===== src/loader_pkg.sv =====
// Shared definitions for the file loader
//   Address width, cartridge defaults and download index values
//   Download index union (whole byte or sub-type/slot pair)
//   Write request, host byte, memory write and cartridge records

package loader_pkg;

	// ============================================================
	// Constants
	// ============================================================
	localparam int ADDR_W = 25;

	localparam logic [ADDR_W-1:0] CART_BASE_DEF = 25'h100000;
	localparam int BANK_ALIGN_BITS_DEF = 13;        // 8 KB banks

	localparam logic [5:0] IDX_PRG_SLOT = 6'd4;
	localparam logic [7:0] IDX_CRT      = 8'h05;
	localparam logic [7:0] IDX_CRT_ALT  = 8'hC0;

	// ============================================================
	// Download index
	// ============================================================
	typedef struct packed {
		logic [1:0] sub;    // File sub-type
		logic [5:0] slot;   // Menu slot
	} dl_index_s;

	typedef union packed {
		logic [7:0] raw;
		dl_index_s  part;
	} dl_index_u;

	// ============================================================
	// Write requests and bus records
	// ============================================================
	typedef enum logic [1:0] {
		WR_SET_ADDR = 2'd0,     // Load address, no write
		WR_ALIGN    = 2'd1,     // Round up to next bank boundary
		WR_DATA     = 2'd2      // One byte, address advances
	} wr_kind_e;

	typedef struct packed {
		logic              valid;
		wr_kind_e          kind;
		logic              use_addr;  // Write at addr instead of current address
		logic [ADDR_W-1:0] addr;
		logic [7:0]        data;
	} wr_req_t;

	typedef struct packed {
		logic              wr;
		logic [ADDR_W-1:0] addr;      // Offset within the file
		logic [7:0]        data;
	} dl_byte_t;

	typedef struct packed {
		logic [15:0] id;
		logic [7:0]  exrom;
		logic [7:0]  game;
	} cart_info_t;

	typedef struct packed {
		logic [7:0]        bank_type;
		logic [15:0]       bank_num;
		logic [15:0]       load_addr;
		logic [15:0]       size;
		logic [ADDR_W-1:0] ram_addr;  // Where the bank data starts in memory
	} bank_hdr_t;

	typedef struct packed {
		logic              we;
		logic [ADDR_W-1:0] addr;
		logic [7:0]        data;
	} mem_wr_t;

endpackage

===== src/c64_loader_top.sv =====
// File loader top level
//   Download kind decode from the index byte
//   PRG and CRT parsers, BASIC pointer initialiser
//   Request select into the memory write port
//   Host wait, download end detect and cartridge attach flag

module c64_loader_top #(
	parameter logic [loader_pkg::ADDR_W-1:0] CART_BASE = loader_pkg::CART_BASE_DEF,
	parameter int BANK_ALIGN_BITS = loader_pkg::BANK_ALIGN_BITS_DEF
) (
	input  logic                   clk_sys,
	input  logic                   reset_n,
	// Host
	input  logic                   dl_active_i,
	input  loader_pkg::dl_index_u  dl_index_i,
	input  loader_pkg::dl_byte_t   dl_byte_i,
	output logic                   dl_wait_o,
	// Memory
	input  logic                   mem_slot_i,
	output loader_pkg::mem_wr_t    mem_o,
	// System
	input  logic                   autorun_en_i,
	output logic                   autorun_o,
	input  logic                   detach_i,
	output loader_pkg::cart_info_t cart_o,
	output loader_pkg::bank_hdr_t  bank_o,
	output logic                   bank_stb_o,
	output logic                   cart_attached_o,
	output logic [15:0]            prg_end_o
);

	logic is_prg, is_crt;
	logic active_d, dl_fall, dl_rise;
	logic ptr_busy, wr_pend;
	logic [loader_pkg::ADDR_W-1:0] cur_addr;
	loader_pkg::wr_req_t prg_req, crt_req, ptr_req, req_sel;

	assign is_prg = dl_index_i.part.sub == 2'd0 && dl_index_i.part.slot == loader_pkg::IDX_PRG_SLOT;
	assign is_crt = dl_index_i.raw == loader_pkg::IDX_CRT || dl_index_i.raw == loader_pkg::IDX_CRT_ALT;

	assign dl_fall = active_d & ~dl_active_i;
	assign dl_rise = ~active_d & dl_active_i;

	// Only one source talks at a time
	always_comb begin
		if (ptr_busy)    req_sel = ptr_req;
		else if (is_crt) req_sel = crt_req;
		else if (is_prg) req_sel = prg_req;
		else             req_sel = '0;
	end

	assign dl_wait_o = wr_pend | req_sel.valid | ptr_busy;  // Request in flight counts too

	always_ff @(posedge clk_sys) begin
		if (!reset_n) begin
			active_d        <= 1'b0;
			cart_attached_o <= 1'b0;
		end else begin
			active_d <= dl_active_i;
			if (is_crt && (dl_fall || dl_rise))
				cart_attached_o <= dl_fall;       // Dropped while a new image loads
			if (detach_i)
				cart_attached_o <= 1'b0;
		end
	end

	prg_parser u_prg (
		.clk_sys    (clk_sys),
		.reset_n    (reset_n),
		.active_i   (dl_active_i & is_prg),
		.byte_i     (dl_byte_i),
		.req_o      (prg_req),
		.end_addr_o (prg_end_o)
	);

	crt_parser #(.CART_BASE(CART_BASE), .BANK_ALIGN_BITS(BANK_ALIGN_BITS)) u_crt (
		.clk_sys    (clk_sys),
		.reset_n    (reset_n),
		.active_i   (dl_active_i & is_crt),
		.byte_i     (dl_byte_i),
		.cur_addr_i (cur_addr),
		.req_o      (crt_req),
		.cart_o     (cart_o),
		.bank_o     (bank_o),
		.bank_stb_o (bank_stb_o)
	);

	basic_ptr_init u_ptr (
		.clk_sys      (clk_sys),
		.reset_n      (reset_n),
		.start_i      (dl_fall & is_prg),
		.end_addr_i   (prg_end_o),
		.autorun_en_i (autorun_en_i),
		.pend_i       (wr_pend),
		.req_o        (ptr_req),
		.busy_o       (ptr_busy),
		.autorun_o    (autorun_o)
	);

	mem_write_port #(.BANK_ALIGN_BITS(BANK_ALIGN_BITS)) u_port (
		.clk_sys    (clk_sys),
		.reset_n    (reset_n),
		.req_i      (req_sel),
		.slot_i     (mem_slot_i),
		.pend_o     (wr_pend),
		.cur_addr_o (cur_addr),
		.mem_o      (mem_o)
	);

endmodule


===== src/mem_write_port.sv =====
// Memory write port
//   Current load address with set, align and advance
//   One pending write issued in the cycle after a free slot

module mem_write_port #(
	parameter int BANK_ALIGN_BITS = loader_pkg::BANK_ALIGN_BITS_DEF
) (
	input  logic                          clk_sys,
	input  logic                          reset_n,
	input  loader_pkg::wr_req_t           req_i,
	input  logic                          slot_i,
	output logic                          pend_o,
	output logic [loader_pkg::ADDR_W-1:0] cur_addr_o,
	output loader_pkg::mem_wr_t           mem_o
);

	localparam int AW = loader_pkg::ADDR_W;
	localparam logic [AW-1:0] ALIGN_MASK = {{(AW-BANK_ALIGN_BITS){1'b0}}, {BANK_ALIGN_BITS{1'b1}}};

	logic          data_req;
	logic [AW-1:0] tgt_addr;
	logic [AW-1:0] pend_addr;
	logic [7:0]    pend_data;

	assign data_req = req_i.valid && req_i.kind == loader_pkg::WR_DATA;
	assign tgt_addr = req_i.use_addr ? req_i.addr : cur_addr_o;

	// ============================================================
	// Address and pending state
	// ============================================================
	always_ff @(posedge clk_sys) begin
		if (!reset_n) begin
			pend_o     <= 1'b0;
			cur_addr_o <= '0;
			mem_o.we   <= 1'b0;
		end else begin
			mem_o.we <= 1'b0;
			if (slot_i && pend_o) begin
				mem_o.we   <= 1'b1;
				mem_o.addr <= pend_addr;
				mem_o.data <= pend_data;
				pend_o     <= 1'b0;
			end

			if (req_i.valid) begin
				case (req_i.kind)
					loader_pkg::WR_SET_ADDR: cur_addr_o <= req_i.addr;
					loader_pkg::WR_ALIGN: begin
						if ((cur_addr_o & ALIGN_MASK) != '0)
							cur_addr_o <= (cur_addr_o | ALIGN_MASK) + AW'(1);
					end
					loader_pkg::WR_DATA: begin
						pend_o     <= 1'b1;
						cur_addr_o <= tgt_addr + AW'(1);
					end
					default: ;
				endcase
			end
		end
	end

	// Pending byte and its address
	always_ff @(posedge clk_sys) begin
		if (data_req) begin
			pend_addr <= tgt_addr;
			pend_data <= req_i.data;
		end
	end

	// Host wait and the pointer scan must keep data requests off a busy port
	a_no_overrun: assert property (@(posedge clk_sys) disable iff (!reset_n)
		data_req |-> !pend_o);

endmodule


===== src/basic_ptr_init.sv =====
// BASIC pointer initialiser
//   Scans zero page after a PRG download
//   Writes TXT, VAR, ARY, STR, SAVE_START and LOAD_END pointers
//   Pulses autorun when done

module basic_ptr_init (
	input  logic                clk_sys,
	input  logic                reset_n,
	input  logic                start_i,
	input  logic [15:0]         end_addr_i,
	input  logic                autorun_en_i,
	input  logic                pend_i,
	output loader_pkg::wr_req_t req_o,
	output logic                busy_o,
	output logic                autorun_o
);

	logic [8:0] scan_addr;      // Bit 8 marks the end of zero page
	logic       is_ptr;
	logic [7:0] ptr_data;
	logic       port_free;

	// Port can take a write once our last request has landed as pending
	assign port_free = !pend_i && !req_o.valid;

	always_comb begin
		is_ptr   = 1'b1;
		ptr_data = 8'h00;
		case (scan_addr[7:0])
			8'h2B: ptr_data = 8'h01;                          // TXT, as after reset
			8'h2C: ptr_data = 8'h08;
			8'hAC, 8'hAD: ptr_data = 8'h00;                   // SAVE_START
			8'h2D, 8'h2F, 8'h31, 8'hAE: ptr_data = end_addr_i[7:0];
			8'h2E, 8'h30, 8'h32, 8'hAF: ptr_data = end_addr_i[15:8];
			default: is_ptr = 1'b0;
		endcase
	end

	always_ff @(posedge clk_sys) begin
		if (!reset_n) begin
			req_o     <= '0;
			busy_o    <= 1'b0;
			autorun_o <= 1'b0;
			scan_addr <= '0;
		end else begin
			req_o.valid <= 1'b0;
			autorun_o   <= 1'b0;
			if (start_i) begin
				busy_o    <= 1'b1;
				scan_addr <= '0;
			end else if (busy_o) begin
				if (scan_addr[8]) begin
					// Finish only once the last pointer byte is out
					if (port_free) begin
						busy_o    <= 1'b0;
						autorun_o <= autorun_en_i;
					end
				end else if (is_ptr) begin
					if (port_free) begin
						req_o <= '{
							valid:    1'b1,
							kind:     loader_pkg::WR_DATA,
							use_addr: 1'b1,
							addr:     loader_pkg::ADDR_W'(scan_addr[7:0]),
							data:     ptr_data
						};
						scan_addr <= scan_addr + 9'd1;
					end
				end else begin
					scan_addr <= scan_addr + 9'd1;    // Not a pointer, skip
				end
			end
		end
	end

endmodule


===== src/crt_parser.sv =====
// CRT cartridge image parser
//   File header fields (id, EXROM, GAME)
//   CHIP packet header decode with bank strobe
//   Bank data alignment and data write requests

module crt_parser #(
	parameter logic [loader_pkg::ADDR_W-1:0] CART_BASE = loader_pkg::CART_BASE_DEF,
	parameter int BANK_ALIGN_BITS = loader_pkg::BANK_ALIGN_BITS_DEF
) (
	input  logic                         clk_sys,
	input  logic                         reset_n,
	input  logic                         active_i,
	input  loader_pkg::dl_byte_t         byte_i,
	input  logic [loader_pkg::ADDR_W-1:0] cur_addr_i,
	output loader_pkg::wr_req_t          req_o,
	output loader_pkg::cart_info_t       cart_o,
	output loader_pkg::bank_hdr_t        bank_o,
	output logic                         bank_stb_o
);

	logic        take;
	logic [3:0]  hdr_cnt;       // Position inside the CHIP header, 0 when idle
	logic [31:0] blk_len;       // Data bytes left in the packet

	// Header fields collected before the strobe
	logic [7:0]  type_q;
	logic [15:0] num_q;
	logic [15:0] laddr_q;
	logic [7:0]  size_hi_q;

	assign take = active_i & byte_i.wr;

	// ============================================================
	// Packet sequencing and requests
	// ============================================================
	always_ff @(posedge clk_sys) begin
		if (!reset_n) begin
			req_o      <= '0;
			hdr_cnt    <= '0;
			blk_len    <= '0;
			bank_stb_o <= 1'b0;
		end else begin
			req_o.valid <= 1'b0;
			bank_stb_o  <= 1'b0;
			if (take) begin
				if (byte_i.addr == '0) begin
					req_o <= '{valid: 1'b1, kind: loader_pkg::WR_SET_ADDR,
					           use_addr: 1'b0, addr: CART_BASE, data: 8'h00};
					hdr_cnt <= '0;
					blk_len <= '0;
				end else if (byte_i.addr >= loader_pkg::ADDR_W'(8'h40)) begin
					if (blk_len == '0 && hdr_cnt == '0) begin
						// First byte of a CHIP packet
						hdr_cnt <= 4'd1;
						req_o <= '{valid: 1'b1, kind: loader_pkg::WR_ALIGN,
						           use_addr: 1'b0, addr: '0, data: 8'h00};
					end else if (hdr_cnt != '0) begin
						hdr_cnt <= hdr_cnt + 4'd1;        // Wraps to 0 after byte 15
						case (hdr_cnt)
							4'd4: blk_len[31:24] <= byte_i.data;
							4'd5: blk_len[23:16] <= byte_i.data;
							4'd6: blk_len[15:8]  <= byte_i.data;
							4'd7: blk_len[7:0]   <= byte_i.data;
							4'd8: blk_len        <= blk_len - 32'd16;  // Packet length covers header
							4'd15: bank_stb_o    <= 1'b1;
							default: ;
						endcase
					end else begin
						blk_len <= blk_len - 32'd1;
						req_o <= '{valid: 1'b1, kind: loader_pkg::WR_DATA,
						           use_addr: 1'b0, addr: '0, data: byte_i.data};
					end
				end
			end
		end
	end

	// ============================================================
	// Header fields
	// ============================================================
	always_ff @(posedge clk_sys) begin
		if (take) begin
			case (byte_i.addr)
				loader_pkg::ADDR_W'(8'h16): cart_o.id[15:8] <= byte_i.data;
				loader_pkg::ADDR_W'(8'h17): cart_o.id[7:0]  <= byte_i.data;
				loader_pkg::ADDR_W'(8'h18): cart_o.exrom    <= byte_i.data;
				loader_pkg::ADDR_W'(8'h19): cart_o.game     <= byte_i.data;
				default: ;
			endcase

			if (byte_i.addr >= loader_pkg::ADDR_W'(8'h40) && hdr_cnt != '0) begin
				case (hdr_cnt)
					4'd9:  type_q         <= byte_i.data;
					4'd10: num_q[15:8]    <= byte_i.data;
					4'd11: num_q[7:0]     <= byte_i.data;
					4'd12: laddr_q[15:8]  <= byte_i.data;
					4'd13: laddr_q[7:0]   <= byte_i.data;
					4'd14: size_hi_q      <= byte_i.data;
					4'd15: begin
						// Whole header published at once
						bank_o <= '{bank_type: type_q, bank_num: num_q, load_addr: laddr_q,
						            size: {size_hi_q, byte_i.data}, ram_addr: cur_addr_i};
					end
					default: ;
				endcase
			end
		end
	end

	// Strobe is a single pulse per packet
	a_bank_stb_single: assert property (@(posedge clk_sys) disable iff (!reset_n)
		bank_stb_o |=> !bank_stb_o);

	// The write port must have aligned the bank start before the header ends
	a_bank_aligned: assert property (@(posedge clk_sys) disable iff (!reset_n)
		bank_stb_o |-> bank_o.ram_addr[BANK_ALIGN_BITS-1:0] == '0);

endmodule


===== src/prg_parser.sv =====
// PRG program parser
//   First two file bytes give the load address
//   Later bytes become data writes at consecutive addresses
//   Tracks the end address for the BASIC pointers

module prg_parser (
	input  logic                 clk_sys,
	input  logic                 reset_n,
	input  logic                 active_i,
	input  loader_pkg::dl_byte_t byte_i,
	output loader_pkg::wr_req_t  req_o,
	output logic [15:0]          end_addr_o
);

	localparam int PAD_W = loader_pkg::ADDR_W - 16;

	logic take;

	assign take = active_i & byte_i.wr;

	always_ff @(posedge clk_sys) begin
		if (!reset_n) begin
			req_o      <= '0;
			end_addr_o <= '0;
		end else begin
			req_o.valid <= 1'b0;                  // Single cycle request
			if (take) begin
				if (byte_i.addr == '0) begin
					// Load address low byte
					end_addr_o[7:0] <= byte_i.data;
				end else if (byte_i.addr == loader_pkg::ADDR_W'(1)) begin
					// Load address high byte, start address is now known
					end_addr_o[15:8] <= byte_i.data;
					req_o <= '{
						valid:    1'b1,
						kind:     loader_pkg::WR_SET_ADDR,
						use_addr: 1'b0,
						addr:     {{PAD_W{1'b0}}, byte_i.data, end_addr_o[7:0]},
						data:     8'h00
					};
				end else begin
					end_addr_o <= end_addr_o + 16'd1;     // Wraps at 64 KB
					req_o <= '{
						valid:    1'b1,
						kind:     loader_pkg::WR_DATA,
						use_addr: 1'b0,
						addr:     '0,
						data:     byte_i.data
					};
				end
			end
		end
	end

endmodule


===== config.mk =====
export PLATFORM = sky130hd
export DESIGN_NAME = c64_loader_top
export DESIGN_NICKNAME = d
export VERILOG_FILES = /design/src/loader_pkg.sv /design/src/c64_loader_top.sv /design/src/mem_write_port.sv /design/src/basic_ptr_init.sv /design/src/crt_parser.sv /design/src/prg_parser.sv
export SDC_FILE = /design/constraint.sdc
export NUM_CORES = 1
export LEC_CHECK = 0
export ABC_CLOCK_PERIOD_IN_PS = 3700
export BUFFER_PORTS_ARGS = -buffer_cell sky130_fd_sc_hd__buf_2
export CORE_MARGIN = 3
export CORE_UTILIZATION = 40
export CTS_BUF_LIST = sky130_fd_sc_hd__clkbuf_4 sky130_fd_sc_hd__clkbuf_8 sky130_fd_sc_hd__clkbuf_16
export CTS_CLUSTER_SIZE = 24
export DETAILED_ROUTE_END_ITERATION = 16
export PLACE_DENSITY = 0.7
export SETUP_SLACK_MARGIN = 0.05
export SYNTH_ARGS = -nofsm -noshare
export SYNTH_HDL_FRONTEND = slang
export SYNTH_SLANG_ARGS = --single-unit

===== constraint.sdc =====
create_clock -name clk_sys -period 3.7 [get_ports clk_sys]
set_input_delay 0.185 -clock clk_sys [delete_from_list [all_inputs] [get_ports clk_sys]]
set_output_delay 0.185 -clock clk_sys [all_outputs]
set_load 0.05 [all_outputs]

# Yosys cells after proc, flatten, opt, wreduce, memory -nomap -nowiden
# Index checks and enable logic that the tools add are counted.
[totals] romBits=0 inputBits=48 latch_bits=0 memories=0 wordCells=218 ramBits=0 register_bits=412
[classes] n_lt_le_gt_ge=1 n_bitwise=22 n_addsub=7 div_mod_pow=0 n_reduce_logical=54 mux=41 n_eq_ne=43 multipliers=0 n_shift=0
[ops] operator="37-bit two-way mux" count=8
[ops] operator="32-bit two-way mux" count=4
[ops] operator="25-bit by 5-bit == test with 1-bit output (second input constant)" count=4
[ops] operator="25-bit case mux with 3 select lines" count=1
[ops] operator="8-bit by 6-bit == test with 1-bit output (second input constant)" count=8
[ops] operator="8-bit case mux with 2 select lines" count=4
[ops] operator="25-bit by 1-bit adder with 25-bit output (second input constant)" count=2
[ops] operator="25-bit two-way mux" count=2
[ops] operator="8-bit == test (second input constant)" count=5
[ops] operator="36-bit two-way mux" count=1
[ops] operator="34-bit two-way mux" count=1
[ops] operator="3-bit AND reduction" count=11
[ops] operator="4-bit == test (second input constant)" count=8
[ops] operator="32-bit zero test" count=1
[ops] operator="8-bit case mux with 4 select lines" count=1
[ops] operator="32-bit by 1-bit subtractor with 32-bit output (second input constant)" count=1
[ops] operator="32-bit by 5-bit subtractor with 32-bit output (second input constant)" count=1
[ops] operator="9-bit two-way mux" count=3
[ops] operator="25-bit by 1-bit == test with 1-bit output (second input constant)" count=1
[ops] operator="25-bit by 7-bit greater-or-equal comparator with 1-bit output (second input constant)" count=1
[ops] operator="25-bit zero test" count=1
[ops] operator="25-bit nonzero test" count=1
[ops] operator="8-bit two-way mux" count=3
[ops] operator="16-bit by 1-bit adder with 16-bit output (second input constant)" count=1
[ops] operator="other kinds (33)" count=94

# Longest topological paths before layout
# Gate-level depths: netlist (run 1).
[logic_depth] ltp_word=8 mapped_depth=15 depth_no_buf=12

# Modules after synthesis
# A second synthesis (run 1) with hierarchy kept.
[hier_totals] cells_unflattened=1713 hier_area_um2=18491.5
[modules_own_cells] module="crt_parser" cells_per_inst=681 n_inst=1 seq_area_each_um2=5815.6 area_each_um2=8680.8
[modules_own_cells] module="mem_write_port" cells_per_inst=407 n_inst=1 seq_area_each_um2=2522.4 area_each_um2=4655.7
[modules_own_cells] module="prg_parser" cells_per_inst=261 n_inst=1 seq_area_each_um2=840.8 area_each_um2=2205.9
[modules_own_cells] module="basic_ptr_init" cells_per_inst=176 n_inst=1 seq_area_each_um2=580.6 area_each_um2=1665.3
[modules_own_cells] module="c64_loader_top" cells_per_inst=188 n_inst=1 seq_area_each_um2=40.0 area_each_um2=1283.7

# Worst setup path before layout (run 1)
# OpenSTA, ideal clock, no wires.
[synth_timing] path_kind="input to register" startpoint="in dl_index_i[1] (netlist name)" endpoint="reg u_crt.bank_o[0] (netlist name)" path_buffers=0 t_required_ns=3.252 arrival_ns=3.241 path_stages=5 slack_ns=0.010 cell_sequence="nor4_2 o211ai_1 a21oi_1 and3_1 and2_1"
[synth_between] elab_chain_len=5
[synth_rtl] item="from (decl)" line_no="c64_loader_top.sv:15" source="input loader_pkg::dl_index_u dl_index_i,"
[synth_rtl] item="8-bit by 3-bit == test with 1-bit output / 8-bit == test (equally long branches)" line_no="c64_loader_top.sv:39" source="assign is_crt = dl_index_i.raw == loader_pkg::IDX_CRT || dl_index_i.raw == loader_pkg::IDX_CRT_ALT;"
[synth_rtl] item="1-bit logical OR (*)" line_no="c64_loader_top.sv:39"
[synth_rtl] item="1-bit AND (*)" line_no="c64_loader_top.sv:79" source=".active_i (dl_active_i & is_crt),"
[synth_rtl] item="1-bit AND (*)" line_no="crt_parser.sv:31" source="assign take = active_i & byte_i.wr;"
[synth_rtl] item="3-bit AND reduction (no line) (*)"
# Mark *: on every way between the ends. The rest lies on a longest branch, timed or not.
# A chain may end at the register's enable or synchronous reset.

# Worst setup path after layout (run 1)
[layout_timing] startpoint="reg u_ptr.req_o[33] (netlist name)" endpoint="reg u_port.cur_addr_o[15] (netlist name)"
[layout_between] elab_chain_len=4
[layout_rtl] item="from (decl)" line_no="basic_ptr_init.sv:13" source="output loader_pkg::wr_req_t req_o,"
[layout_rtl] item="from (signal assigned)" line_no="basic_ptr_init.sv:60" source="req_o <= '{"
[layout_rtl] item="37-bit two-way mux (*)" line_no="c64_loader_top.sv:46" source="if (ptr_busy) req_sel = ptr_req;"
[layout_rtl] item="25-bit two-way mux (tied with other cells)" line_no="mem_write_port.sv:26" source="assign tgt_addr = req_i.use_addr ? req_i.addr : cur_addr_o;"
[layout_rtl] item="25-bit by 1-bit adder with 25-bit output (tied with other cells)" line_no="mem_write_port.sv:54" source="cur_addr_o <= tgt_addr + AW'(1);"
[layout_rtl] item="25-bit case mux with 3 select lines / 3-bit AND reduction (equally long branches)"
[layout_rtl] item="to (signal assigned)" line_no="mem_write_port.sv:47" source="loader_pkg::WR_SET_ADDR: cur_addr_o <= req_i.addr;"
[layout_rtl] item="to (signal assigned)" line_no="mem_write_port.sv:50" source="cur_addr_o <= (cur_addr_o | ALIGN_MASK) + AW'(1);"
[layout_rtl] item="to (signal assigned)" line_no="mem_write_port.sv:54"
[layout_rtl] item="to (decl)" line_no="mem_write_port.sv:13" source="output logic [loader_pkg::ADDR_W-1:0] cur_addr_o,"
# Marks and branches as above.

==> results of run 1 <==
metrics by stage:
step           cells  setup slack (ps)  utilization, %  hold slack, ps  total power [µW]
2_1_floorplan   1488             162.4               -           261.8              4584
3_3_place_gp    2181             358.1           45.01           380.3              4674
3_5_place_dp    2181             282.4           45.01           383.3              4679
4_1_cts         2256             867.0           48.62           50.10              8909
5_1_grt         2256             652.5           48.62           82.97              9100
6_report        2256             785.4           48.62           68.45              8832
power by group:
group	leakage, µW	internal (µW)	switching (µW)
clock network	0.000682	2520	1720
logic	0.00310	44.1	116
registers	0.00319	4410	20.2
worst max-delay path by stage:
stage	end	slack [ps]
after global placement	u_port.cur_addr_o[17]	360
after global routing	u_port.cur_addr_o[17]	650
after detailed placement	u_port.cur_addr_o[13]	280
final	u_port.cur_addr_o[15]	790
after floorplan	u_port.cur_addr_o[17]	160
after CTS	u_port.cur_addr_o[13]	870
layout by cell type, fill, tap and decap left out, types with 9 or more instances in the layout:
master     synthesis  final
a211oi_1          18     18
a21boi_0          10     10
a21oi_1           71     71
a221oi_1          18     18
a22oi_1           38     38
a31oi_1           24     24
and2_1            24     23
and3_1            24     24
buf_2             15    214
buf_4              0     40
clkbuf_16          0     40
clkbuf_4           0      9
dfxtp_1          149    149
edfxtp_1         227    227
ha_1              17     17
inv_1             38     38
nand2_1          132    132
nand3_1           60     60
nand4_1           23     23
nor2_1           123    123
nor3_1            47     47
nor4_1            27     27
o211ai_1          23     23
o21a_1            14     14
o21ai_0           73     73
o31ai_1            9      9
or3_1             16     16
or4_1             10     10
xnor2_1           14     14
flip-flops by register name (all words and copies together) (netlist names), 4 cells and up:
name               flops
u_port.cur_addr_o     25
u_port.pend_addr      25
u_ptr.req_o           18
u_ptr.scan_addr        9
u_crt.req_o           12
u_port.pend_data       8
u_crt.blk_len         32
u_crt.hdr_cnt          4
u_crt.num_q           16
u_crt.type_q           8
u_prg.end_addr_o      16
u_crt.bank_o          81
u_crt.cart_o          32
u_crt.size_hi_q        8
u_prg.req_o           26
u_port.mem_o          34
u_crt.laddr_q         16
layout make-up:
cell class,count,area (µm²),share of cell area [%]
flip-flops and latches,376,9799,50.27
multi-input cells,986,6053,31.05
repair buffers,259,1431,7.343
clock buffers,49,1069,5.481
well taps,525,656.9,3.370
clock inverters,22,337.8,1.733
inverters,39,146.4,0.7510
cells by family (layout without fill, tap and decap cells):
| logic type | count (synthesis) | in the layout | synth area share [%] |
|---|---|---|---|
| muxes | 9 | 9 | 0.5584 |
| AOI/OAI and AO/OA | 391 | 391 | 16.54 |
| buffers and inverters | 126 | 369 | 3.144 |
| adders and majority gates | 17 | 17 | 1.300 |
| and+or+nand+nor | 547 | 547 | 17.37 |
| DFF | 376 | 376 | 59.91 |
| xor gates and xnor gates | 22 | 22 | 1.178 |
critical path, cell delays in order, from the launching register on:
cell      delay, ps
dfxtp_1         550
and2_1          400
mux2i_1         530
nand3_1         460
or3_1           470
a221oi_1        290
a211oi_1        100
layer usage:
layer	global-route usage (%)	vias to the layer above	share of wire, %
met3	4.297	123	7.7
met2	32.44	582	45
met1	28.78	6389	43
li1	-	6110	-
met5	0	-	0
met4	9.393	0	4.2
timing repair:
item                                   4_1_cts  5_1_grt
setup endpoints to repair                    0        0
endpoints found under the hold margin        5        0
setup buffers                                0        0
hold buffers                                 4        0
resized for setup                            0        0
==> results.sh, run 1 <==
export IMPL_drt_wl_total_um=47520
export IMPL_rsz0062_at_grt="no"
export IMPL_ant_nets=0
export IMPL_path_class="flip-flop to flip-flop"
export IMPL_period_share_pct=78.77
export IMPL_dieArea_um2=43360
export IMPL_grt_pass1_wl_um=72750
export IMPL_chipWidth_um=208.2
export IMPL_drc=0
export IMPL_start_util_pct=40.80
export IMPL_async_flop_share_pct=0
export IMPL_setup_violations=0
export IMPL_drv_cap=0
export IMPL_hold_path_startpoint="dl_byte_i[8]"
export IMPL_cts_buffers=40
export IMPL_worst_slew_pin_slew_ps=1033
export IMPL_ff2ff_path_depth=6
export IMPL_final_area_um2=19490
export IMPL_r2r_end="u_port.cur_addr_o[15]"
export IMPL_cp_start_kind="flip-flop"
export IMPL_hold_class="input port to flip-flop"
export IMPL_first_iter_violations=1363
export IMPL_drive_gt1_share_pct=21.09
export IMPL_coreArea_um2=40100
export IMPL_slew_headroom_pct=31.13
export IMPL_n_antenna_cell=0
export IMPL_clock_fmax_mhz=343.1
export IMPL_rows=73
export IMPL_reg2reg_from="u_ptr.req_o[33]"
export IMPL_avgRoutedWirePerCell_um=21.07
export IMPL_hold_viol=0
export IMPL_yosysTopAreaCell="edfxtp_1"
export IMPL_ir_worst_vdd_uv=284.3
export IMPL_p_per_area_nw_per_um2=453.1
export IMPL_gp_congestion=0.9210
export IMPL_synthesis_area_um2=16360
export IMPL_p_leak_uw=0.006967
export IMPL_required_ps=4150
export IMPL_path_clk_slew_ps=60
export IMPL_clk_latency_ps=600
export IMPL_drtPass1Iterations=7
export IMPL_ys_seq_area_share_pct=59.91
export IMPL_clockBufferDepth=3
export IMPL_final_setup_skew_ps=43.72
export IMPL_io_pins=215
export IMPL_syn_avg_cell_area_um2=10.99
export IMPL_finalSetupTns_ps=0
export IMPL_layout_nets=1767
export IMPL_synth_edf_count=227
export IMPL_grt_pass1_vias=12535
export IMPL_ys_top_cells_by_count="227 x edfxtp_1, 149 x dfxtp_1, 132 x nand2_1"
export IMPL_reg2reg_setup_slack_ps=790
export IMPL_setup_worst_path_start="u_ptr.req_o[33]"
export IMPL_worstSetupEndpointType="flip-flop"
export IMPL_synthFlopType="edfxtp_1"
export IMPL_area_growth_pct=19.17
export IMPL_grt_usage_pct=21.04
export IMPL_cts_sinks=376
export IMPL_viasPerCell=5.853
export IMPL_synth_area_leaders="edfxtp_1 42%, dfxtp_1 18%, nand2_1 3.0%"
export IMPL_syn_nets=1553
export IMPL_hpwl_um=32810
export IMPL_ys_types=86
export IMPL_yosysWarnings=0
export IMPL_worst_ep_arrival_time_ps=3360
export IMPL_io_buffers=214
export IMPL_synth_seq_cells=376
export IMPL_critPathMaxFanout=11
export IMPL_holdPathEnd="u_crt.cart_o[31]"
export IMPL_fillers=3602
export IMPL_synth_most_common_cell="edfxtp_1"
export IMPL_slew_viol_final=0
export IMPL_htree_levels=2
export IMPL_grt_max_degree=63
export IMPL_synth_top_cell_area_share_pct=41.67
export IMPL_cts_tree="yes"
export IMPL_period_needed_ps=2915
export IMPL_hold_depth=2
export IMPL_fp_dieH_um=208.2
export IMPL_outcome="finished clean"
export IMPL_grt_ovfl_total=0
export IMPL_root_buffer="clkbuf_16"
export IMPL_antenna_found_initial=0
export IMPL_synth_cells=1488
export IMPL_via_count=13204
export IMPL_place_area_um2=18050
Note: power is estimated with default switching activity, not from simulation.
==> inputs of run 2 (changes only) <==
--- a/config.mk
+++ b/config.mk
@@ -5,7 +5,7 @@
 export SDC_FILE = /design/constraint.sdc
 export NUM_CORES = 1
 export LEC_CHECK = 0
-export ABC_CLOCK_PERIOD_IN_PS = 3700
+export ABC_CLOCK_PERIOD_IN_PS = 2560
 export BUFFER_PORTS_ARGS = -buffer_cell sky130_fd_sc_hd__buf_2
 export CORE_MARGIN = 3
 export CORE_UTILIZATION = 40
==> constraint.sdc (replaced) <==
create_clock -name clk_sys -period 2.56 [get_ports clk_sys]
set_input_delay 0.128 -clock clk_sys [delete_from_list [all_inputs] [get_ports clk_sys]]
set_output_delay 0.128 -clock clk_sys [all_outputs]
set_load 0.05 [all_outputs]
==> run 2 against run 1 <==
Hold slack got worse by 22 ps. Critical path type unchanged. Total power increased by 48%. Critical endpoint is now u_ptr.req_o[7]. First-iteration DRC count increased by 13%. Count of clock-buffer cells in the layout increased by 2. Sequential cell count unchanged. Clock skew decreased by 19 ps. Clock power increased by 51%.
==> results.sh, run 2 (synthesis gave the netlist of run 1 again) <==
export IMPL_final_cell_mix="227 x edfxtp_1, 216 x buf_2, 146 x dfxtp_1"
export IMPL_grt_max_degree=68
export IMPL_antenna_found_initial=0
export IMPL_clk_latency_ps=580
export IMPL_ant_nets=0
export IMPL_drc=0
export IMPL_ff2ff_path_depth=10
export IMPL_grt_pass1_wl_um=75530
export IMPL_swShare_pct=20.84
export IMPL_layout_nets=1861
export IMPL_power_frac_comb_pct=2.0
export IMPL_root_buffer="clkbuf_16"
export IMPL_drive_gt1_share_pct=26.63
export IMPL_coreArea_um2=40100
export IMPL_required_ps=2990
export IMPL_use_met1_pct=30.17
export IMPL_cts_buffers=41
export IMPL_drtPass1Iterations=6
export IMPL_ir_worst_vdd_uv=370.1
export IMPL_grt_ovfl_total=0
export IMPL_rsz0062_at_grt="yes"
export IMPL_final_area_um2=20520
export IMPL_place_area_um2=18780
export IMPL_period_needed_ps=2512
export IMPL_gp_congestion=0.9136
export IMPL_r2r_end="u_ptr.req_o[7]"
export IMPL_crit_end="u_ptr.req_o[7]"
export IMPL_hold_viol=0
export IMPL_busiest_layer="met2"
export IMPL_fin_ws_ps=47.85
export IMPL_via_count=13709
export IMPL_p_per_area_nw_per_um2=637.6
export IMPL_area_growth_pct=25.42
export IMPL_dp_slack_ps=-219.4
export IMPL_met2_usage_pct=34.02
export IMPL_cts_sinks=376
export IMPL_ff_latch_area_um2=9803
export IMPL_worstSetupEndpointType="flip-flop"
export IMPL_dieArea_um2=43360
export IMPL_grt_usage_pct=21.79
export IMPL_clockBufferDepth=3
export IMPL_clkPwrFrac_pct=49.0
export IMPL_top_register="u_crt.bank_o"
export IMPL_multi_input_area_um2=6201
export IMPL_fp_dieH_um=208.2
export IMPL_drt_wl_total_um=49280
export IMPL_slew_viol_final=0
export IMPL_grt_pass1_vias=13105
export IMPL_hpwl_um=34840
export IMPL_drv_cap=0
export IMPL_final_setup_skew_ps=25.06
export IMPL_met3_usage_pct=4.282
export IMPL_n_antenna_cell=0
export IMPL_largest_register_ffs=81
export IMPL_io_pins=215
export IMPL_cts_tree="yes"
export IMPL_largestRegisters="u_crt.bank_o x81, u_port.mem_o x34"
export IMPL_period_share_pct=98.13
export IMPL_cp_start_kind="flip-flop"
export IMPL_slew_headroom_pct=55.71
export IMPL_worst_ep_arrival_time_ps=2940
export IMPL_chipWidth_um=208.2
export IMPL_critPathMaxFanout=8
export IMPL_worst_slew_pin_slew_ps=657.3
export IMPL_final_common_cell="edfxtp_1"
export IMPL_first_iter_violations=1540
export IMPL_p_sw_uw=2726
export IMPL_path_class="flip-flop to flip-flop"
export IMPL_worst_hold_slack_ps=46.41
export IMPL_htree_levels=2
export IMPL_reg2reg_setup_slack_ps=50
export IMPL_path_clk_slew_ps=70
export IMPL_hold_class="input port to flip-flop"
export IMPL_power_internal_uw=10360
export IMPL_avgRoutedWirePerCell_um=20.93
export IMPL_fillers=3461
export IMPL_setup_violations=0
export IMPL_rows=73
export IMPL_p_seq_share_pct=48.9
export IMPL_start_util_pct=40.80
export IMPL_setup_worst_path_start="u_ptr.scan_addr[1]"
export IMPL_clock_fmax_mhz=398.1
export IMPL_p_leak_uw=0.007514
export IMPL_reg2reg_from="u_ptr.scan_addr[1]"
export IMPL_io_buffers=214
export IMPL_outcome="finished clean"
export IMPL_viasPerCell=5.824
-- run 2: power by group through the flow --
stage                     registers [µW]  clock network (µW)  logic, µW
final                               6400                6410        266
after global routing                6400                6770        284
after CTS                           6400                6520        263
after detailed placement            6530                   0        256
after global placement              6530                   0        252
after floorplan                     6510                   0        112
-- run 2: worst min path at each step --
stage,start,to,cells past startpoint
4_1_cts,dl_byte_i[8],u_crt.cart_o[28],3
6_report,dl_byte_i[8],u_crt.cart_o[28],3
3_5_place_dp,detach_i,cart_attached_o,2
3_3_place_gp,detach_i,cart_attached_o,2
2_1_floorplan,detach_i,cart_attached_o,1
5_1_grt,dl_byte_i[8],u_crt.cart_o[28],3
-- run 2: metal layers --
layer	share of wire [%]	vias to the layer above
met1	42	6605
met4	3.7	0
met3	8.4	124
met5	0	-
li1	-	6292
met2	46	688
-- run 2: final cells by class --
cell class	count	area share, %
clock inverter	25	1.805
timing repair buffer	352	10.79
inverter	39	0.7135
clock buffer	51	5.488
tap	525	3.202
sequential	376	47.78
multi-input combinational	986	30.22
-- run 2: worst max-delay path, stage by stage, from the launching register on --
cell and delay (ps):
dfxtp_1 380, inv_1 120, ha_1 230, or3_1 350, o2111ai_1 160, nand4_1 160
buf_4 180, o31ai_4 300, buf_2 290, buf_4 150, a211oi_1 60
-- run 2: per-stage QoR --
stage,cells,utilization (%),TNS (ps),power (µW)
after floorplan,1488,-,-4318,6626
after global placement,2261,46.84,-1636,6783
after detailed placement,2261,46.84,-3143,6787
after CTS,2344,50.73,0,13190
after global routing,2354,51.17,-580.1,13460
final,2354,51.17,0,13080
-- run 2: timing repair --
action | CTS | global route
endpoints found under the setup margin | 3 | 58
hold buffers | 5 | 0
cloned | 0 | 2
endpoints found under the hold margin | 6 | 0
resized for setup | 1 | 26
pin swaps | 1 | 4
setup buffers | 2 | 8
==> inputs of run 3 (changes only) <==
--- a/config.mk
+++ b/config.mk
@@ -5,6 +5,7 @@
 export SDC_FILE = /design/constraint.sdc
 export NUM_CORES = 1
 export LEC_CHECK = 0
+export ABC_AREA = 1
 export ABC_CLOCK_PERIOD_IN_PS = 2560
 export BUFFER_PORTS_ARGS = -buffer_cell sky130_fd_sc_hd__buf_2
 export CORE_MARGIN = 3
==> run 3 against run 2 <==
Sequential share of layout area shrank 1.6 points. Hold slack lost 17 ps. Combinational power shrank 9.4%. Clock power shrank 5.8%. Synthesized cell count grew 35%. Critical path type unchanged. Highest routed layer unchanged.
==> results.sh, run 3 <==
export IMPL_outcome="finished clean"
export IMPL_met2_usage_pct=34.90
export IMPL_ant_nets=0
export IMPL_layout_nets=2360
export IMPL_drv_cap=0
export IMPL_grt_usage_pct=22.28
export IMPL_ys_seq_area_share_pct=55.64
export IMPL_synth_top_cell_area_share_pct=38.70
export IMPL_grt_ovfl_total=0
export IMPL_hold_class="input port to flip-flop"
export IMPL_largestRegisters="u_crt.bank_o x81, u_port.mem_o x34"
export IMPL_final_cell_mix="482 x nand2_1, 227 x edfxtp_1, 214 x buf_2"
export IMPL_avgRoutedWirePerCell_um=18.13
export IMPL_hpwl_um=38910
export IMPL_drc=0
export IMPL_reg2reg_setup_slack_ps=240
export IMPL_hold_viol=0
export IMPL_start_util_pct=40.71
export IMPL_n_antenna_cell=0
export IMPL_drt_wl_total_um=52800
export IMPL_worst_hold_slack_ps=29.66
export IMPL_async_flop_share_pct=0
export IMPL_fillers=4034
export IMPL_syn_nets=2079
export IMPL_ff2ff_path_depth=10
export IMPL_area_growth_pct=20.47
export IMPL_synth_most_common_cell="nand2_1"
export IMPL_place_area_um2=19750
export IMPL_drive_gt1_share_pct=20.37
export IMPL_clock_fmax_mhz=430.7
export IMPL_worst_ep_arrival_time_ps=2810
export IMPL_use_met1_pct=31.35
export IMPL_coreArea_um2=43270
export IMPL_final_common_cell="nand2_1"
export IMPL_clk_latency_ps=580
export IMPL_grt_pass1_vias=14274
export IMPL_required_ps=3050
export IMPL_yosysWarnings=0
export IMPL_cp_start_kind="flip-flop"
export IMPL_path_class="flip-flop to flip-flop"
export IMPL_worst_slew_pin_slew_ps=646.0
export IMPL_cts_sinks=376
export IMPL_synth_area_leaders="edfxtp_1 39%, dfxtp_1 17%, nand2_1 10%"
export IMPL_root_buffer="clkbuf_16"
export IMPL_drtPass1Iterations=5
export IMPL_worstSetupEndpointType="flip-flop"
export IMPL_synth_cells=2014
export IMPL_period_share_pct=90.70
export IMPL_viasPerCell=5.179
export IMPL_clockBufferDepth=3
export IMPL_largest_register_ffs=81
export IMPL_grt_pass1_wl_um=81650
export IMPL_synth_seq_cells=376
export IMPL_gp_congestion=0.9483
export IMPL_postCtsSetupRepairBufs=0
export IMPL_synth_edf_count=227
export IMPL_ys_types=56
export IMPL_dp_slack_ps=-125.7
export IMPL_hold_depth=3
export IMPL_busiest_layer="met2"
export IMPL_dieArea_um2=46580
export IMPL_grt_max_degree=58
export IMPL_via_count=15081
export IMPL_chipWidth_um=215.8
export IMPL_io_pins=215
export IMPL_slew_headroom_pct=56.93
export IMPL_critPathMaxFanout=29
export IMPL_ys_top_cells_by_count="485 x nand2_1, 227 x edfxtp_1, 214 x nor2_1"
export IMPL_io_buffers=214
export IMPL_rows=76
export IMPL_cts_tree="yes"
export IMPL_multi_input_area_um2=6671
export IMPL_fin_ws_ps=238.2
export IMPL_reg2reg_from="u_ptr.busy_o"
export IMPL_p_leak_uw=0.008610
export IMPL_syn_avg_cell_area_um2=8.745
export IMPL_setup_violations=0
export IMPL_top_register="u_crt.bank_o"
export IMPL_final_setup_skew_ps=40.60
export IMPL_cts_buffers=41
export IMPL_p_per_area_nw_per_um2=596.2
export IMPL_synthesis_area_um2=17610
export IMPL_rsz0062_at_grt="no"
export IMPL_period_needed_ps=2322
export IMPL_r2r_end="u_port.cur_addr_o[4]"
export IMPL_antenna_found_initial=0
export IMPL_ir_worst_vdd_uv=364.2
export IMPL_met3_usage_pct=4.055
export IMPL_path_clk_slew_ps=60
export IMPL_first_iter_violations=1355
export IMPL_finalSetupTns_ps=0
export IMPL_holdPathEnd="u_crt.req_o[0]"
export IMPL_final_area_um2=21220
export IMPL_hold_path_startpoint="dl_byte_i[0]"
export IMPL_yosysTopAreaCell="edfxtp_1"
export IMPL_fp_dieH_um=215.8
export IMPL_slew_viol_final=0
export IMPL_ff_latch_area_um2=9801
export IMPL_htree_levels=2
export IMPL_synthFlopType="edfxtp_1"
run 3: changes by cell type in the layout (fill, tap and decap cells not counted), sizes merged, moves of 19 or more:
cell / delta
inv: +189
and2: -21
nand3: +97
a21oi: +78
o211ai: -19
o21ai: +22
xor2: +21
a22oi: -29
nor2: +123
and3: -22
a221oi: -21
buf: -61
nor4: -28
nand2: +377
run 3: area by class of cell:
cell class | count | share of cell area [%]
clock buffers | 51 | 5.272
clock inverters | 24 | 1.268
flip-flops and latches | 376 | 46.19
well taps | 585 | 3.450
multi-input cells | 1352 | 31.44
inverters | 232 | 4.140
repair buffers | 292 | 8.233
run 3: repair_timing:
item                       CTS  global route
setup endpoints to repair    0            16
hold buffers                 6             0
resized for setup            0             5
hold endpoints to repair    16             0
run 3: how the worst max path moves through the flow:
stage / from / to / depth (start not counted)
after floorplan: u_ptr.busy_o / u_port.cur_addr_o[14] / 13
after global placement: dl_index_i[5] / u_port.cur_addr_o[10] / 12
after detailed placement: dl_index_i[5] / u_port.cur_addr_o[9] / 12
after CTS: u_ptr.busy_o / u_port.cur_addr_o[9] / 10
after global routing: u_ptr.busy_o / u_port.cur_addr_o[22] / 14
final: u_ptr.busy_o / u_port.cur_addr_o[4] / 10
run 3: report_power, final:
group	internal, µW	switching [µW]
clock network	3550	2490
logic	68.7	172
registers	6370	1.00
total	9990	2660
run 3: critical path: stages, from the launching register on:
cell	delay, ps
dfxtp_1	380
buf_12	200
inv_2	120
o21ai_0	230
inv_1	100
ha_2	370
clkinv_1	150
buf_4	200
a211oi_1	330
nor3_1	80
nor2_1	90
run 3: cell families after synthesis:
family | count (synthesis) | synth area share, %
adders and majority gates | 17 | 1.208
xor gates and xnor gates | 31 | 1.542
DFF | 376 | 55.64
AOI/OAI and AO/OA | 305 | 9.399
buffers and inverters | 286 | 6.735
and+or+nand+nor | 999 | 25.48
run 3: layer usage:
| layer | vias up | wire length, µm |
|---|---|---|
| met5 | - | 0 |
| met4 | 0 | 1599 |
| met3 | 109 | 4200 |
| met2 | 610 | 23430 |
| met1 | 7089 | 23570 |
| li1 | 7273 | - |
run 3: metrics by stage:
step                util [%]  power [µW]  instances
global placement       45.64        6730       2831
global route           49.04       13030       2912
detailed placement     45.64        6733       2831
CTS                    48.99       12800       2912
finish                 49.04       12650       2912
floorplan                  -        6588       2014
